File: src/rtl/game_pkg.sv
// ==========================================================
// arena game shared types and constants
// ==========================================================

package game_pkg;

	// screen coordinate, enough for 1024 columns
	typedef logic [9:0] coord_t;

	// 12 bit colour, 4 bits per channel
	typedef struct packed {
		logic [3:0] r;
		logic [3:0] g;
		logic [3:0] b;
	} rgb_t;

	// solid box sprite, x/y is the top-left corner
	typedef struct packed {
		coord_t x;
		coord_t y;
		coord_t size; // side length in pixels
		logic   alive;
	} sprite_t;

	// ==========================================================
	// usb hid usage codes
	// ==========================================================
	localparam logic [7:0] key_up      = 8'h1a; // w
	localparam logic [7:0] key_left    = 8'h04; // a
	localparam logic [7:0] key_down    = 8'h16; // s
	localparam logic [7:0] key_right   = 8'h07; // d
	localparam logic [7:0] key_attack  = 8'h2c; // space
	localparam logic [7:0] key_restart = 8'h28; // enter

	// ==========================================================
	// palette
	// ==========================================================
	localparam rgb_t col_bg     = '{r: 4'h1, g: 4'h3, b: 4'h1}; // dark grass
	localparam rgb_t col_player = '{r: 4'h2, g: 4'hc, b: 4'hf}; // light blue
	localparam rgb_t col_enemy  = '{r: 4'he, g: 4'h2, b: 4'h2}; // red

endpackage

File: src/rtl/video_timing.sv
// ==========================================================
// video raster timing
// ==========================================================
`timescale 1ns/1ps

module video_timing #(
	parameter int h_active = 640,
	parameter int h_total  = 800,
	parameter int v_active = 480,
	parameter int v_total  = 525,
	parameter int h_sync   = 96,
	parameter int v_sync   = 2
) (
	input  logic            clk,
	input  logic            rst,
	output game_pkg::coord_t draw_x,
	output game_pkg::coord_t draw_y,
	output logic            blank,
	output logic            hs,
	output logic            vs,
	output logic            frame_tick
);
	import game_pkg::*;

	coord_t h_cnt; // current column
	coord_t v_cnt; // current line

	// sync windows start after a two pixel / two line front porch
	localparam coord_t hs_start = coord_t'(h_active + 2);
	localparam coord_t hs_end   = coord_t'(h_active + 2 + h_sync);
	localparam coord_t vs_start = coord_t'(v_active + 2);
	localparam coord_t vs_end   = coord_t'(v_active + 2 + v_sync);

	// ==========================================================
	// raster counters, one pixel per clk
	// ==========================================================
	always_ff @(posedge clk) begin
		if (rst) begin
			h_cnt <= '0;
			v_cnt <= '0;
		end else if (h_cnt == coord_t'(h_total - 1)) begin
			h_cnt <= '0; // end of line
			if (v_cnt == coord_t'(v_total - 1))
				v_cnt <= '0; // end of frame
			else
				v_cnt <= v_cnt + coord_t'(1);
		end else begin
			h_cnt <= h_cnt + coord_t'(1);
		end
	end

	assign draw_x = h_cnt;
	assign draw_y = v_cnt;

	// outside the active area in either direction
	assign blank = (h_cnt >= coord_t'(h_active)) || (v_cnt >= coord_t'(v_active));

	// active low syncs
	assign hs = !((h_cnt >= hs_start) && (h_cnt < hs_end));
	assign vs = !((v_cnt >= vs_start) && (v_cnt < vs_end));

	// first clk of vertical blank, once per frame
	assign frame_tick = (h_cnt == '0) && (v_cnt == coord_t'(v_active));

endmodule

File: src/rtl/player_motion.sv
// ==========================================================
// player sprite movement
// ==========================================================
`timescale 1ns/1ps

module player_motion #(
	parameter int h_active    = 640,
	parameter int v_active    = 480,
	parameter int player_size = 32,
	parameter int player_step = 4
) (
	input  logic              clk,
	input  logic              rst,
	input  logic              frame_tick,
	input  logic              run,
	input  logic              restart,
	input  logic [7:0]        keycode,
	output game_pkg::sprite_t player
);
	import game_pkg::*;

	localparam coord_t x_home = coord_t'((h_active - player_size) / 2); // field centre
	localparam coord_t y_home = coord_t'((v_active - player_size) / 2);
	localparam coord_t x_max  = coord_t'(h_active - player_size); // last legal corner
	localparam coord_t y_max  = coord_t'(v_active - player_size);
	localparam coord_t step   = coord_t'(player_step);

	coord_t pos_x;
	coord_t pos_y;

	always_ff @(posedge clk) begin
		if (rst || restart) begin
			pos_x <= x_home;
			pos_y <= y_home;
		end else if (frame_tick && run) begin
			case (keycode)
				key_up:    pos_y <= (pos_y < step) ? '0 : pos_y - step;
				key_down:  pos_y <= (pos_y > y_max - step) ? y_max : pos_y + step;
				key_left:  pos_x <= (pos_x < step) ? '0 : pos_x - step;
				key_right: pos_x <= (pos_x > x_max - step) ? x_max : pos_x + step;
				default:   ; // attack or no key, hold still
			endcase
		end
	end

	// only drawn while playing
	assign player = '{x: pos_x, y: pos_y, size: coord_t'(player_size), alive: run};

endmodule

File: src/rtl/enemy_mover.sv
// ==========================================================
// bouncing enemy
// ==========================================================
`timescale 1ns/1ps

module enemy_mover #(
	parameter int h_active     = 640,
	parameter int v_active     = 480,
	parameter int start_x      = 2,
	parameter int start_y      = 2,
	parameter bit start_dx_neg = 1'b0,
	parameter int enemy_size   = 32,
	parameter int enemy_step   = 2
) (
	input  logic              clk,
	input  logic              rst,
	input  logic              frame_tick,
	input  logic              run,
	input  logic              restart,
	input  logic              kill,
	output game_pkg::sprite_t enemy
);
	import game_pkg::*;

	localparam coord_t x_max = coord_t'(h_active - enemy_size);
	localparam coord_t y_max = coord_t'(v_active - enemy_size);
	localparam coord_t step  = coord_t'(enemy_step);

	coord_t pos_x;
	coord_t pos_y;
	logic   dx_neg; // 1 = moving left
	logic   dy_neg; // 1 = moving up
	logic   alive;

	// ==========================================================
	// position and direction, one step per frame
	// ==========================================================
	always_ff @(posedge clk) begin
		if (rst || restart) begin
			pos_x  <= coord_t'(start_x);
			pos_y  <= coord_t'(start_y);
			dx_neg <= start_dx_neg;
			dy_neg <= 1'b0; // everyone starts heading down
		end else if (frame_tick && run) begin
			// x axis, bounce costs the frame
			if (dx_neg ? (pos_x < step) : (pos_x > x_max - step))
				dx_neg <= !dx_neg;
			else
				pos_x <= dx_neg ? pos_x - step : pos_x + step;
			// y axis, same rule
			if (dy_neg ? (pos_y < step) : (pos_y > y_max - step))
				dy_neg <= !dy_neg;
			else
				pos_y <= dy_neg ? pos_y - step : pos_y + step;
		end
	end

	always_ff @(posedge clk) begin
		if (rst || restart)
			alive <= 1'b1;
		else if (kill)
			alive <= 1'b0; // stays gone until restart
	end

	assign enemy = '{x: pos_x, y: pos_y, size: coord_t'(enemy_size), alive: alive};

endmodule

File: src/rtl/hit_detect.sv
// ==========================================================
// player versus enemy collisions
// ==========================================================
`timescale 1ns/1ps

module hit_detect #(
	parameter int n_enemy = 3
) (
	input  logic                              clk,
	input  logic                              rst,
	input  logic                              frame_tick,
	input  logic [7:0]                        keycode,
	input  game_pkg::sprite_t                 player,
	input  game_pkg::sprite_t [n_enemy-1:0]   enemies,
	output logic [n_enemy-1:0]                kill,
	output logic                              player_hit
);
	import game_pkg::*;

	logic [n_enemy-1:0] overlap; // per enemy box overlap
	logic               attack;

	assign attack = (keycode == key_attack);

	// boxes must share at least one pixel, touching edges do not count
	always_comb begin
		overlap = '0;
		for (int i = 0; i < n_enemy; i++) begin
			overlap[i] = player.alive && enemies[i].alive
				&& ({1'b0, player.x} < {1'b0, enemies[i].x} + {1'b0, enemies[i].size})
				&& ({1'b0, enemies[i].x} < {1'b0, player.x} + {1'b0, player.size})
				&& ({1'b0, player.y} < {1'b0, enemies[i].y} + {1'b0, enemies[i].size})
				&& ({1'b0, enemies[i].y} < {1'b0, player.y} + {1'b0, player.size});
		end
	end

	// ==========================================================
	// one cycle strobes after the frame_tick
	// ==========================================================
	always_ff @(posedge clk) begin
		if (rst) begin
			kill       <= '0;
			player_hit <= 1'b0;
		end else begin
			kill       <= (frame_tick && attack) ? overlap : '0;
			player_hit <= frame_tick && !attack && (|overlap); // caught unarmed
		end
	end

endmodule

File: src/rtl/game_fsm.sv
// ==========================================================
// play / dead controller and score
// ==========================================================
`timescale 1ns/1ps

module game_fsm #(
	parameter int n_enemy = 3
) (
	input  logic               clk,
	input  logic               rst,
	input  logic               frame_tick,
	input  logic [7:0]         keycode,
	input  logic               player_hit,
	input  logic [n_enemy-1:0] kill,
	output logic               run,
	output logic               restart,
	output logic               dead,
	output logic [3:0]         kills
);
	import game_pkg::*;

	typedef enum logic {st_play, st_dead} state_t;

	state_t     state;
	logic [7:0] kill_sum; // enemies killed this strobe
	logic [7:0] kill_next;

	always_comb begin
		kill_sum = '0;
		for (int i = 0; i < n_enemy; i++)
			kill_sum = kill_sum + 8'(kill[i]);
		kill_next = {4'b0, kills} + kill_sum;
	end

	always_ff @(posedge clk) begin
		if (rst) begin
			state   <= st_play;
			restart <= 1'b0;
			kills   <= '0;
		end else begin
			// enter while dead, only sampled on the frame boundary
			restart <= (state == st_dead) && frame_tick && (keycode == key_restart);
			if (restart) begin
				state <= st_play;
				kills <= '0;
			end else begin
				if (player_hit)
					state <= st_dead;
				kills <= (kill_next > 8'd15) ? 4'd15 : kill_next[3:0]; // saturate
			end
		end
	end

	assign run  = (state == st_play);
	assign dead = (state == st_dead);

endmodule

File: src/rtl/pixel_mixer.sv
// ==========================================================
// pixel colouring and output stage
// ==========================================================
`timescale 1ns/1ps

module pixel_mixer #(
	parameter int n_enemy = 3
) (
	input  logic                            clk,
	input  logic                            rst,
	input  game_pkg::coord_t                draw_x,
	input  game_pkg::coord_t                draw_y,
	input  logic                            blank,
	input  logic                            hs_in,
	input  logic                            vs_in,
	input  game_pkg::sprite_t               player,
	input  game_pkg::sprite_t [n_enemy-1:0] enemies,
	output game_pkg::rgb_t                  rgb,
	output logic                            hs,
	output logic                            vs,
	output logic                            blank_out
);
	import game_pkg::*;

	rgb_t pix; // colour before the output register
	logic enemy_here;

	// pixel inside a live box
	function automatic logic in_box(coord_t px, coord_t py, sprite_t s);
		logic [10:0] x_end;
		logic [10:0] y_end;
		x_end = {1'b0, s.x} + {1'b0, s.size};
		y_end = {1'b0, s.y} + {1'b0, s.size};
		return s.alive && (px >= s.x) && ({1'b0, px} < x_end)
			&& (py >= s.y) && ({1'b0, py} < y_end);
	endfunction

	always_comb begin
		enemy_here = 1'b0;
		for (int i = 0; i < n_enemy; i++)
			enemy_here = enemy_here | in_box(draw_x, draw_y, enemies[i]);
		if (blank)                               pix = '0; // black in blanking
		else if (in_box(draw_x, draw_y, player)) pix = col_player; // player on top
		else if (enemy_here)                     pix = col_enemy;
		else                                     pix = col_bg;
	end

	// colour and syncs leave together, one cycle late
	always_ff @(posedge clk) begin
		if (rst) begin
			rgb       <= '0;
			hs        <= 1'b1;
			vs        <= 1'b1;
			blank_out <= 1'b1;
		end else begin
			rgb       <= pix;
			hs        <= hs_in;
			vs        <= vs_in;
			blank_out <= blank;
		end
	end

endmodule

File: src/rtl/game_top.sv
// ==========================================================
// arena game top level
// ==========================================================
`timescale 1ns/1ps

module game_top #(
	parameter int h_active    = 640,
	parameter int h_total     = 800,
	parameter int v_active    = 480,
	parameter int v_total     = 525,
	parameter int h_sync      = 96,
	parameter int v_sync      = 2,
	parameter int n_enemy     = 3,
	parameter int player_size = 32,
	parameter int enemy_size  = 32,
	parameter int player_step = 4,
	parameter int enemy_step  = 2
) (
	input  logic              clk,
	input  logic              rst,
	input  logic [7:0]        keycode,
	output logic              hs,
	output logic              vs,
	output logic              blank,
	output game_pkg::rgb_t    rgb,
	output game_pkg::sprite_t player,
	output logic              dead,
	output logic [3:0]        kills
);
	import game_pkg::*;

	coord_t                 draw_x, draw_y;
	logic                   vt_blank, vt_hs, vt_vs; // raw raster, before the mixer stage
	logic                   frame_tick;
	logic                   run, restart, player_hit;
	logic [n_enemy-1:0]     kill;
	sprite_t [n_enemy-1:0]  enemies;

	video_timing #(.h_active(h_active), .h_total(h_total), .v_active(v_active),
		.v_total(v_total), .h_sync(h_sync), .v_sync(v_sync)) vt0 (
		.clk(clk), .rst(rst), .draw_x(draw_x), .draw_y(draw_y), .blank(vt_blank),
		.hs(vt_hs), .vs(vt_vs), .frame_tick(frame_tick));

	player_motion #(.h_active(h_active), .v_active(v_active),
		.player_size(player_size), .player_step(player_step)) pm0 (
		.clk(clk), .rst(rst), .frame_tick(frame_tick), .run(run), .restart(restart),
		.keycode(keycode), .player(player));

	// ==========================================================
	// enemy row, spaced along the top edge
	// ==========================================================
	for (genvar i = 0; i < n_enemy; i++) begin : g_enemy
		enemy_mover #(.h_active(h_active), .v_active(v_active),
			.start_x(2 + i * (enemy_size + 4)), .start_y(2),
			.start_dx_neg(i % 2 == 1), // odd ones head left
			.enemy_size(enemy_size), .enemy_step(enemy_step)) em (
			.clk(clk), .rst(rst), .frame_tick(frame_tick), .run(run),
			.restart(restart), .kill(kill[i]), .enemy(enemies[i]));
	end

	hit_detect #(.n_enemy(n_enemy)) hd0 (
		.clk(clk), .rst(rst), .frame_tick(frame_tick), .keycode(keycode),
		.player(player), .enemies(enemies), .kill(kill), .player_hit(player_hit));

	game_fsm #(.n_enemy(n_enemy)) fsm0 (
		.clk(clk), .rst(rst), .frame_tick(frame_tick), .keycode(keycode),
		.player_hit(player_hit), .kill(kill), .run(run), .restart(restart),
		.dead(dead), .kills(kills));

	pixel_mixer #(.n_enemy(n_enemy)) mix0 (
		.clk(clk), .rst(rst), .draw_x(draw_x), .draw_y(draw_y), .blank(vt_blank),
		.hs_in(vt_hs), .vs_in(vt_vs), .player(player), .enemies(enemies),
		.rgb(rgb), .hs(hs), .vs(vs), .blank_out(blank));

endmodule

File: config.mk
export PLATFORM = sky130hd
export DESIGN_NAME = game_top
export DESIGN_NICKNAME = d
export VERILOG_FILES = /design/src/rtl/game_pkg.sv /design/src/rtl/video_timing.sv /design/src/rtl/player_motion.sv /design/src/rtl/enemy_mover.sv /design/src/rtl/hit_detect.sv /design/src/rtl/game_fsm.sv /design/src/rtl/pixel_mixer.sv /design/src/rtl/game_top.sv
export SDC_FILE = /design/constraint.sdc
export NUM_CORES = 1
export LEC_CHECK = 0
export ABC_CLOCK_PERIOD_IN_PS = 5450
export BUFFER_PORTS_ARGS = -buffer_cell sky130_fd_sc_hd__buf_2
export CORE_UTILIZATION = 45
export CTS_CLUSTER_DIAMETER = 80
export DETAILED_ROUTE_END_ITERATION = 16
export MAX_ROUTING_LAYER = met4
export PLACE_DENSITY = 0.74
export SETUP_SLACK_MARGIN = 0.15
export SYNTH_ARGS = -nofsm -noshare
export SYNTH_HDL_FRONTEND = slang
export SYNTH_SLANG_ARGS = --single-unit
File: constraint.sdc
create_clock -name clk -period 5.45 [get_ports clk]
set_input_delay 1.09 -clock clk [delete_from_list [all_inputs] [get_ports clk]]
set_output_delay 1.09 -clock clk [all_outputs]
set_load 0.005 [all_outputs]
==> results list, run 1 <==
- Register-to-register path setup slack: between 2 and 2.5 ns
* Detailed-router iteration count before antenna repair: 8
- The worst register-to-register path ends at hd0.kill[1]$_SDFF_PP0_.
* Non-Filler Instances: ~1800
- Fin. Hold Viols: 0
- Crit Reg-Reg Startpoint: pm0.pos_y[2]$_SDFFE_PP0P_
- The floorplan step defined a die boundary enclosing roughly 27000 um^2.
- Setup repair after global routing left no endpoint under its margin.
* CP required: between 5 and 6 ns
* Netlist cell types: 73
- At the end of routability-driven placement, the weighted congestion stood at 0.969.
* CTS hold repair buffers: 0
- Using the TritonRoute via totals, the vias-per-cell ratio works out to about 6.
* Count of nets left with antenna violations after detail routing: 0
- In this run the post-CTS setup repair buffer count came out at 0.
* Count of flip-flops with a built-in enable after synthesis: 0
- Tracing the worst setup path back leads to its startpoint at pm0.pos_y[2]$_SDFFE_PP0P_.
* Proportion of layout cells with a drive suffix above 1: ~7.1%
- Placed Instances: roughly 1800
- Number of standard-cell rows in the floorplan: 58
- The initial antenna violation count came to 0.
- Gr ovfl total: 0
- Period utilization: 62.0%
- Sequential cells were found to cover about a fifth of the synthesized design area.
* Area share of xor/xnor cells in the synthesized design: 5.98%
* Synth top area share: between 20 and 30%
- Slew of the pin with the lowest slew margin: about 1.2 ns
* Max FO, Critical Path: 12
* Fraction of the mapped netlist area in compound gates: roughly 20%
- Horizontal extent of the die: roughly 160 um
- Main combinational cell family by area after synthesis: adder cells
- CTS buffer count: 17
* Final setup vio count: 0
- For this run, the top clock speed supported by timing is between 0.2 and 0.3 GHz.
* Via count of the first global-routing pass: around 10000
- For this run, design rule violations remaining after detail routing come to 0.
- Register bit count reported by yosys: 118
- The worst setup path is captured at a register.
- Counting every sink on the clock net gives 118.
- Netlist Area Pre-Place: roughly 12000 um^2
* Hold crit path type: register to register
- A synthesized cell averages about 8 um^2.
- The clock arrives with about 0.0074 ns of skew.
* Number of port buffers: 46
- Post-synthesis cell type with the largest combined area: sky130_fd_sc_hd__ha_1
- After clock tree synthesis, the clock-pin slew on the worst setup and hold paths is approximately 0.060 ns.
- During I/O placement, the number of pins put on the boundary was 61.
* Final Max Tran Viols: 0
- Of all flip-flops after synthesis, the portion carrying an async set or reset was 0%.
* Maximum number of pins on one net before global-route repair: 48
- For this configuration, the core starts out at a cell density of 46.2%.
- Max rail drop VDD: 213 uV
- The first global-routing pass estimated approximately 54000 um of wire.
* Routed wl met2: ~15000 um
- Synth top area cells: sky130_fd_sc_hd__ha_1 26%, sky130_fd_sc_hd__dfxtp_1 20%, sky130_fd_sc_hd__xnor2_1 5.1%
* TNS Setup: 0 ns
* Die outline height: 163 um
* Skew-Pair Late Insertion Delay: ~0.43 ns
- Most frequently used flop master after synthesis: sky130_fd_sc_hd__dfxtp_1
- TritonCTS built the clock tree.
* Routed met1 length: 15200 um
- STA classifies the critical path startpoint as a register.
* Floorplan core area: approximately 25000 um^2
* Final nets: around 1700
* Simple-gate share of the synthesized area: 20.1%
* Sequential Area: 2360 um^2
- Summing all non-filler instances in the final layout gives an area of approximately 13000 um^2.
* Post-route core utilization: approximately 50%
- Post-DR wirelength/cell: around 19 um
- 0 antenna diodes ended up in the layout.
* Class of the most critical setup path: register to register
* Adder and majority gate portion of the synthesized area: a little over a quarter
- After detailed placement, the total cell area comes to 12100 um^2.
- The HPWL after detailed placement is 24800 um.
- Counting instances, the worst hold path has a depth of 1.
* Iteration-0 DRC count of the detailed router: 940
- Root Buffer Master: sky130_fd_sc_hd__clkbuf_16
- Multiplexer cells account for less than 1% of the synthesized area.
* Data arrival time of the worst path: around 3.7 ns
* Total area of multi-input combinational cells: approximately 8700 um^2
- Summed over all nets, wire length on met3 after detailed routing comes to between 2000 and 2500 um.
- Across the run, the number of max-cap violations was 0.
- The most common cell in the synthesized netlist is sky130_fd_sc_hd__ha_1.
- Counting I/O delays and the setup requirement, the final critical path takes about 3.4 ns.
* Total number of vias: 11120
- The area growth from synthesis to layout is 8.81%.
- In the synthesized netlist, the number of instances is around 1500.
- No sink is reached through more buffers than the 2 on the longest clock path.
- In this run the static leakage power is between 5 and 6 nW.
- H-tree level count: 4
* Worst slew slack as a fraction of its limit: between 20 and 25%
- After filler insertion, the fill cell instance count of the layout stands at between 2000 and 2500.
- Summing internal, switching and leakage power gives ~2.1 mW.
* All-layer global routing usage: a little over a quarter
* Capturing instance or port of the critical path: hd0.kill[1]$_SDFF_PP0_
* Cell Pwr Density: roughly 170 nW/um^2
- The worst register-to-register path has a depth of 9.
- Summed over all layers, the routed wires come to roughly 34000 um.
* Result of the run: completed
* Top Metal Used: met4
- During synthesis, Yosys emitted a total of 0 warnings.
* Top post-synthesis cells by count: 242 x sky130_fd_sc_hd__ha_1, 128 x sky130_fd_sc_hd__nor2_1, 118 x sky130_fd_sc_hd__dfxtp_1, 103 x sky130_fd_sc_hd__inv_1, 97 x sky130_fd_sc_hd__a21oi_1
- Post-cts resize count: 0
[stage by stage]
step                      setup WS [ns]  hold slack, ns
after global routing               1.84           0.465
after detailed placement           2.07           0.436
after floorplan                    2.58           0.411
final                              2.07           0.441
after CTS                          2.05           0.443
after global placement             2.17           0.429
[power by group]
group	switching [mW]	total, mW	internal (mW)	leakage, nW
combinational	0.0452	0.0656	0.0203	4.10
sequential	0.00460	0.871	0.866	0.953
clock	0.464	1.20	0.740	0.293
total	0.514	2.14	1.63	5.35
[cell type report]
class	count	area share [%]
clock inverters	12	1.31
flip-flops and latches	118	18.5
clock buffers	20	3.51
inverters	104	3.06
multi-input cells	1187	68.1
repair buffers	53	2.22
well taps	330	3.24
[registers in the layout, summed over array words and instances (netlist names)]
register,cells
g_enemy.em.pos_y,27
pm0.pos_y,8
mix0.rgb,6
g_enemy.em.pos_x,27
fsm0.dead,1
g_enemy.em.alive,3
mix0.vs,1
hd0.player_hit,1
vt0.draw_x,10
fsm0.restart,1
g_enemy.em.dx_neg,3
g_enemy.em.dy_neg,3
fsm0.kills,4
mix0.blank_out,1
mix0.hs,1
vt0.draw_y,10
hd0.kill,3
pm0.pos_x,8
[placed cells by master (no fill, tap or decap), drive strengths merged, types with 5 or more instances in the layout]
cell type	netlist	final
a2111oi	15	15
a211oi	16	16
a21o	15	15
a21oi	98	98
a22oi	5	5
a31oi	15	15
a41o	5	5
and2	6	6
and3	14	14
and4	5	5
buf	27	53
clkbuf	34	20
conb	2	14
dfxtp	118	118
ha	242	242
inv	104	109
mux2i	7	7
nand2	80	80
nand2b	16	16
nand3	62	62
nand4	27	27
nor2	129	129
nor2b	11	11
nor3	54	54
nor4	14	14
o2111ai	9	9
o211ai	18	18
o21a	21	21
o21ai	96	96
o221ai	8	8
o31ai	6	6
or2	5	5
or3	30	30
or4	5	5
xnor2	68	68
xor2	12	12
[routing by layer]
| metal | up-vias | track usage [%] |
|---|---|---|
| met1 | 5246 | 34.0 |
| met2 | 429 | 41.4 |
| met4 | 0 | 11.5 |
| met5 | - | - |
| li1 | 5361 | - |
| met3 | 84 | 3.35 |
[worst max-delay path, cell delays in order, from the launching register on]
cell                        delay [ns]
sky130_fd_sc_hd__dfxtp_1          0.66
sky130_fd_sc_hd__inv_1            0.34
sky130_fd_sc_hd__ha_1             0.39
sky130_fd_sc_hd__a21oi_1          0.15
sky130_fd_sc_hd__nor2_1           0.06
sky130_fd_sc_hd__a2111oi_0        0.44
sky130_fd_sc_hd__o21ai_0          0.25
sky130_fd_sc_hd__a211o_1          0.37
sky130_fd_sc_hd__a2111oi_0        0.43
sky130_fd_sc_hd__and2_1           0.23
[how the worst min path moves through the flow]
stage                                    startpoint  slack (ns)                          endpoint
after detailed placement     hd0.kill[1]$_SDFF_PP0_        0.44  g_enemy[1].em.alive$_SDFFE_PP1P_
after global routing         hd0.kill[1]$_SDFF_PP0_        0.47  g_enemy[1].em.alive$_SDFFE_PP1P_
final                        hd0.kill[1]$_SDFF_PP0_        0.44  g_enemy[1].em.alive$_SDFFE_PP1P_
after CTS                    hd0.kill[1]$_SDFF_PP0_        0.44  g_enemy[1].em.alive$_SDFFE_PP1P_
after floorplan           hd0.player_hit$_SDFF_PP0_        0.41            fsm0.dead$_SDFFE_PP0P_
after global placement       hd0.kill[1]$_SDFF_PP0_        0.43  g_enemy[1].em.alive$_SDFFE_PP1P_
[logic make-up (layout without fill, tap and decap cells)]
logic type / count (synthesis) / in the layout
xor gates and xnor gates: 80 / 80
DFF: 118 / 118
buffers and inverters: 165 / 189
adders and majority gates: 244 / 244
muxes: 10 / 10
other: 2 / 14
AOI/OAI and AO/OA: 368 / 368
and+or+nand+nor: 471 / 471
Power figures use the tool's default switching activity.
==> inputs of run 2 (changes only) <==
- ABC_CLOCK_PERIOD_IN_PS: 5450 -> 3520
- clock period: 5.45 -> 3.52 ns (I/O delays scaled with it)
==> results list, run 2 (synthesis results as in run 1) <==
* Shortest period the worst path allows: around 3.1 ns
- In the routed layout, each cell is associated on average with a via count of ~6.0.
* Max FO, Critical Path: 10
- The critical path goes through inv_1, ha_1, nand2_1, nor2_1, a2111oi_0, o21ai_0, a211o_1, a2111oi_1, o311a_1.
* Class of the most critical setup path: register to register
* Total Wirelength: approximately 35000 um
- Setup Fix Bufs, Post-CTS: 0
* Share of total power in the clock network: a little under three fifths
- 61 I/O pins were placed.
- Detailed-router iteration count before antenna repair: 6
- Data arrival time of the worst path: approximately 3.5 ns
* Worst slew slack as a fraction of its limit: between 30 and 40%
* Total half-perimeter wirelength after legalization and detailed placement: between 20000 and 30000 um
- Global routing used 27.4% of the available tracks across all layers.
* # diodes: 0
- Clock tree synthesis found a total of around 120 sinks.
- Setup repair after global routing left no endpoint under its margin.
- Share of power burned in registers: 41.5%
- Via count of the first global-routing pass: between 10000 and 15000
- Max-cap violations in this run came to 0.
- The die covers 26700 um^2.
- At the end of the flow, the number of nets in the layout was 1767.
- Max rail drop VDD: 341 uV
* Post-DR wirelength/cell: between 15 and 20 um
- For this configuration, the core starts out at a cell density of between 40% and 50%.
- The floorplan has 58 rows.
* Final Power: 3.25 mW
* CTS buffer count: 17
- TritonCTS clock tree: done
* Fill cells: about 2300
* Initial antenna violation count: 0
* Final Max Tran Viols: 0
- Crit-path max cell delay: 0.62 ns
- Global-route wire length before repair: roughly 56000 um
- The top cell types in the final layout, fill and taps aside, are 242 x sky130_fd_sc_hd__ha_1, 127 x sky130_fd_sc_hd__nor2_1, 117 x sky130_fd_sc_hd__dfxtp_1, 103 x sky130_fd_sc_hd__inv_1, 97 x sky130_fd_sc_hd__a21oi_1.
- The largest registers in the layout are g_enemy.em.pos_x: 27 flops, g_enemy.em.pos_y: 27 flops.
* Leakage power of the design: ~5.5 nW
- Period utilization: between 80% and 90%
* Final setup vio count: 0
- For this design the total switching power over the nets is a little over 800 uW.
* Die outline height: between 150 and 200 um
- Entering global routing, the biggest net connects 34 pins.
- Fmax achieved: between 0.3 and 0.4 GHz
- Gate family responsible for the most delay along the worst path: compound AO/OA/AOI/OAI gates
* Result of the run: completed
- In this run the worst hold path is classified as register to register.
- In this run, the combinational gates consume ~3.3% of the power.
- CTS placed an instance of sky130_fd_sc_hd__clkbuf_16 at the clock tree root.
- STA classifies the critical path startpoint as a register.
- Skew-Pair Late Insertion Delay: 0.44 ns
- Post-CTS repair changed the size of 0 cells.
- For this run, design rule violations remaining after detail routing come to 0.
- Number of port buffers: 46
- Worst clock skew: between 0.01 and 0.015 ns
- Buffers inserted to repair hold after CTS numbered 0.
- Iteration-0 DRC count of the detailed router: roughly 1200
* Global placer's final weighted congestion: 0.958
- Slew of the pin with the lowest slew margin: approximately 1.0 ns
- Growth of design area from synthesis to finish: 10.8%
* Total number of vias: 11205
- In the final timing run, aggregate negative setup slack is 0 ns.
- Cell internal power was estimated by the tool at between 2 and 2.5 mW.
- The largest individual stage delay along the critical path comes from the cell sky130_fd_sc_hd__dfxtp_1.
- From left edge to right edge, the die measures roughly 160 um.
- Clock-pin slew was measured on the worst setup and hold paths at 0.06 ns.
* Proportion of layout cells with a drive suffix above 1: a little under a tenth
- Leading cell type in the layout, fill and taps excluded: sky130_fd_sc_hd__ha_1
* Count of nets left with antenna violations after detail routing: 0
* Floorplan core area: between 20000 and 30000 um^2
- The worst setup path is captured at a register.
- Cell Pwr Density: around 250 nW/um^2
- H-tree level count: 4
- The total overflow left after global routing is 0.
- Post-route core utilization: approximately half
- Fin. Hold Viols: 0
* Maximum buffer depth of the clock tree: 2
- Buffering stage count on the worst path with inverters included: 1
- For the worst setup path, the data required time is ~4 ns.
- Fraction of power spent switching nets: 24.9%
## run 2: cell count changes in the layout (fill, tap and decap cells not counted), moves of 2 or more
cell | previous run | this run
sky130_fd_sc_hd__inv_6 | 5 | 3
sky130_fd_sc_hd__buf_4 | 7 | 38
sky130_fd_sc_hd__clkbuf_1 | 2 | 0
sky130_fd_sc_hd__clkinv_2 | 0 | 3
## run 2: layout make-up
cell class                 count  area [um^2]  area share (%)
tap                          330          413            3.18
inverter                     104          390            3.01
sequential                   118         2360            18.2
timing repair buffer          85          536            4.13
multi-input combinational   1187         8680            66.9
clock buffer                  18          439            3.39
clock inverter                14          150            1.16
## run 2: path summary, 6_finish.rpt
kind                                                  end                 startpoint  slack [ns]  cells after the start
worst max-delay path            hd0.player_hit$_SDFF_PP0_  pm0.pos_y[4]$_SDFFE_PP0P_        0.38                      9
worst min-delay path               fsm0.dead$_SDFFE_PP0P_  hd0.player_hit$_SDFF_PP0_        0.45                      2
worst max register to register  hd0.player_hit$_SDFF_PP0_  pm0.pos_y[4]$_SDFFE_PP0P_        0.38                      9
worst min register to register     fsm0.dead$_SDFFE_PP0P_  hd0.player_hit$_SDFF_PP0_        0.45                      2
## run 2: layer usage
| layer | vias up | track usage (%) | share of wire, % |
|---|---|---|---|
| met3 | 106 | 4.52 | 6.7 |
| li1 | 5432 | - | - |
| met1 | 5205 | 34.3 | 45 |
| met2 | 462 | 42.1 | 44 |
| met4 | 0 | 14.2 | 4.7 |
| met5 | - | - | 0 |
## run 2: worst min-delay path: stages, from the launching register on
cell	delay, ns
sky130_fd_sc_hd__dfxtp_1	0.31
sky130_fd_sc_hd__nor2_1	0.03
sky130_fd_sc_hd__nor2_1	0.07
## run 2: power groups by stage
stage,clock [mW],combinational [mW],sequential (mW)
detailed placement,0,0.104,1.38
finish,1.80,0.107,1.35
global placement,0,0.103,1.38
floorplan,0,0.0743,1.37
global route,1.87,0.117,1.35
CTS,1.81,0.105,1.35
## run 2: stage by stage
step | instances | setup slack, ns | hold slack [ns] | area [um^2]
2_1_floorplan | 1470 | 0.857 | 0.411 | 11800
4_1_cts | 1856 | 0.246 | 0.442 | 13000
5_1_grt | 1856 | 0.198 | 0.458 | 13000
6_report | 1856 | 0.377 | 0.449 | 13000
3_5_place_dp | 1824 | 0.296 | 0.434 | 12400
3_3_place_gp | 1824 | 0.317 | 0.422 | 12400
==> inputs of run 3 (changes only) <==
- ABC_CLOCK_PERIOD_IN_PS: 3520 -> 3760
- CORE_UTILIZATION: 45 -> 55
- PLACE_DENSITY: 0.74 -> 0.85
- clock period: 3.52 -> 3.76 ns (I/O delays scaled with it)
==> results list, run 3 (synthesis results as in run 1) <==
- Maximum buffer depth of the clock tree: 2
- Startpoint Class: register
- Post-DR wirelength/cell: about 19 um
- The cell family contributing the most delay on the critical path is compound AO/OA/AOI/OAI gates.
- Stages on worst setup path: 9
* Max rail drop VDD: 268 uV
* Largest registers in the final layout: g_enemy.em.pos_x: 27 flops, g_enemy.em.pos_y: 27 flops
- Detailed-route DRC error count: 0
- Growth of design area from synthesis to finish: 9.88%
* CTS buffer count: 17
- In this run the worst hold path is classified as register to register.
* Number of port buffers: 46
- DR vias/cell: roughly 6.4
- # diodes: 0
* Buffering stage count on the worst path with inverters included: 1
- CTS placed an instance of sky130_fd_sc_hd__clkbuf_16 at the clock tree root.
- In this run the tightest slew margin relative to its limit is 22.9%.
* Worst clock skew: between 0.006 and 0.007 ns
- Number of standard-cell rows in the floorplan: 53
* Max FO, Critical Path: 10
- All-layer global routing usage: about 33%
* Crit-path max cell delay: 0.60 ns
* Hold Slack: around 0.49 ns
- The total count of hold-check failures in the final report was 0.
* Cells on worst reg2reg path: 9
* Leakage power of the design: about 5.5 nW
- Endpoint type of the worst setup path: register
- For met2 alone, demand over resource in global routing was 51.8%.
- Fmax achieved: between 0.3 and 0.4 GHz
- Total half-perimeter wirelength after legalization and detailed placement: around 25000 um
* Floorplan core area: ~21000 um^2
- The H-tree was split into 4 levels.
- In this run the most used layer during global routing was met2.
* Initial Utilization: 55.9%
- Clock sink total: 118
- At the pin with the least slew margin, the transition time is between 1 and 1.5 ns.
- Slowest-stage cell, CP: sky130_fd_sc_hd__dfxtp_1
- The library cell used most frequently in the layout, excluding fill and tap cells, is sky130_fd_sc_hd__ha_1.
* Gr ovfl total: 0
- Setup violations remaining at the end of the flow were counted as 0.
* Post-route core utilization: 61.4%
- Traced cell by cell, the critical path runs through inv_1, ha_1, nand2_1, nor2_1, a2111oi_0, o21ai_0, a211o_1, a2111oi_1, o311a_1.
* Total Wirelength: roughly 34000 um
- TNS Setup: 0 ns
- The routed layout has 11460 vias.
- Entering global routing, the biggest net connects 47 pins.
- Proportion of layout cells with a drive suffix above 1: under 10%
* Initial antenna violation count: 0
* Top library cells by usage in the layout, fill and taps aside: 242 x sky130_fd_sc_hd__ha_1, 127 x sky130_fd_sc_hd__nor2_1, 117 x sky130_fd_sc_hd__dfxtp_1, 103 x sky130_fd_sc_hd__inv_1, 97 x sky130_fd_sc_hd__a21oi_1
- Period utilization: 86.7%
- Data on the critical path is required at its endpoint by 4.14 ns.
- Global placer's final weighted congestion: a little under 1
- Setup repair after global routing left no endpoint under its margin.
* Via count of the first global-routing pass: about 11000
- For the worst-skew pair, the clock arrives at the later sink with an insertion delay of between 0.4 and 0.5 ns.
- Non-Filler Instances: 1788
* Shortest period the worst path allows: approximately 3.3 ns
- The number of slew-limit violations in the final report came to 0.
- During I/O placement, the number of pins put on the boundary was 61.
- Global-route wire length before repair: between 50000 and 60000 um
- Setup Fix Bufs, Post-CTS: 0
- Max-cap viol count: 0
- Final nets: 1754
- The die covers 21900 um^2.
- The pre-antenna-repair detailed-routing pass consisted of 5 iterations.
- Counting instances, the worst hold path has a depth of 1.
* Met3 routing resource usage after global routing: under 10%
* Data arrival time of the worst path: ~3.6 ns
* Die outline height: 148 um
- Iteration-0 DRC count of the detailed router: approximately 1100
* Horizontal extent of the die: approximately 150 um
- Clock-pin slew of the registers on the worst-case setup and hold paths: roughly 0.060 ns
* Count of nets left with antenna violations after detail routing: 0
- Global routing usage on met1: 39.7%
- Cell Pwr Density: ~250 nW/um^2
- After detailed placement, the design holds a cell count of 1756.
- Class of the most critical setup path: register to register
- TritonCTS built the clock tree.
- The flow ran to the end, and the final reports show no timing, DRC or antenna violations.
run 3: cell count changes in the layout (fill, tap and decap cells not counted):
cell,before,now
sky130_fd_sc_hd__buf_4,38,26
sky130_fd_sc_hd__bufinv_16,2,5
sky130_fd_sc_hd__clkinv_2,3,1
sky130_fd_sc_hd__buf_12,1,0
sky130_fd_sc_hd__clkinvlp_4,3,2
run 3: area by class of cell:
| cell class | count | area (um^2) |
|---|---|---|
| multi-input cells | 1187 | 8680 |
| inverters | 104 | 390 |
| clock inverters | 14 | 223 |
| well taps | 275 | 344 |
| flip-flops and latches | 118 | 2360 |
| fillers | 1800 | 8090 |
| clock buffers | 18 | 439 |
| repair buffers | 72 | 425 |
run 3: repair_timing:
item / in CTS / in global routing
hold buffers: 0 / 0
setup endpoints to repair: 0 / 2
resized for setup: 0 / 2
run 3: routing by layer:
metal	vias to the layer above	share of wire (%)
met1	5355	42
met4	0	4.8
met3	119	8.3
met2	593	45
met5	-	0
li1	5393	-
run 3: worst reg2reg max path, stage by stage (launching register included):
cell and delay [ns]:
sky130_fd_sc_hd__dfxtp_1 0.60, sky130_fd_sc_hd__inv_1 0.29, sky130_fd_sc_hd__ha_1 0.40, sky130_fd_sc_hd__nand2_1 0.07, sky130_fd_sc_hd__nor2_1 0.04, sky130_fd_sc_hd__a2111oi_0 0.52, sky130_fd_sc_hd__o21ai_0 0.24, sky130_fd_sc_hd__a211o_1 0.35
sky130_fd_sc_hd__a2111oi_1 0.44, sky130_fd_sc_hd__o311a_1 0.25
run 3: path summary, 6_finish.rpt:
path / slack (ns) / end / start
min reg2reg: 0.49 / fsm0.kills[2]$_SDFF_PP0_ / fsm0.kills[2]$_SDFF_PP0_
min: 0.49 / fsm0.kills[2]$_SDFF_PP0_ / fsm0.kills[2]$_SDFF_PP0_
max: 0.50 / hd0.player_hit$_SDFF_PP0_ / pm0.pos_y[4]$_SDFFE_PP0P_
max reg2reg: 0.50 / hd0.player_hit$_SDFF_PP0_ / pm0.pos_y[4]$_SDFFE_PP0P_
run 3: power by group:
part | internal (mW) | switching [mW] | total [mW]
Sequential | 1.26 | 0.00559 | 1.26
Combinational | 0.0312 | 0.0647 | 0.0959
Clock | 1.20 | 0.682 | 1.88
run 3: through the flow:
step | power (mW) | setup WS (ns) | cell area [um^2]
floorplan | 1.36 | 1.10 | 11800
global placement | 1.38 | 0.359 | 12200
detailed placement | 1.38 | 0.332 | 12200
CTS | 3.23 | 0.265 | 12900
global route | 3.31 | 0.304 | 12900
finish | 3.24 | 0.499 | 12900
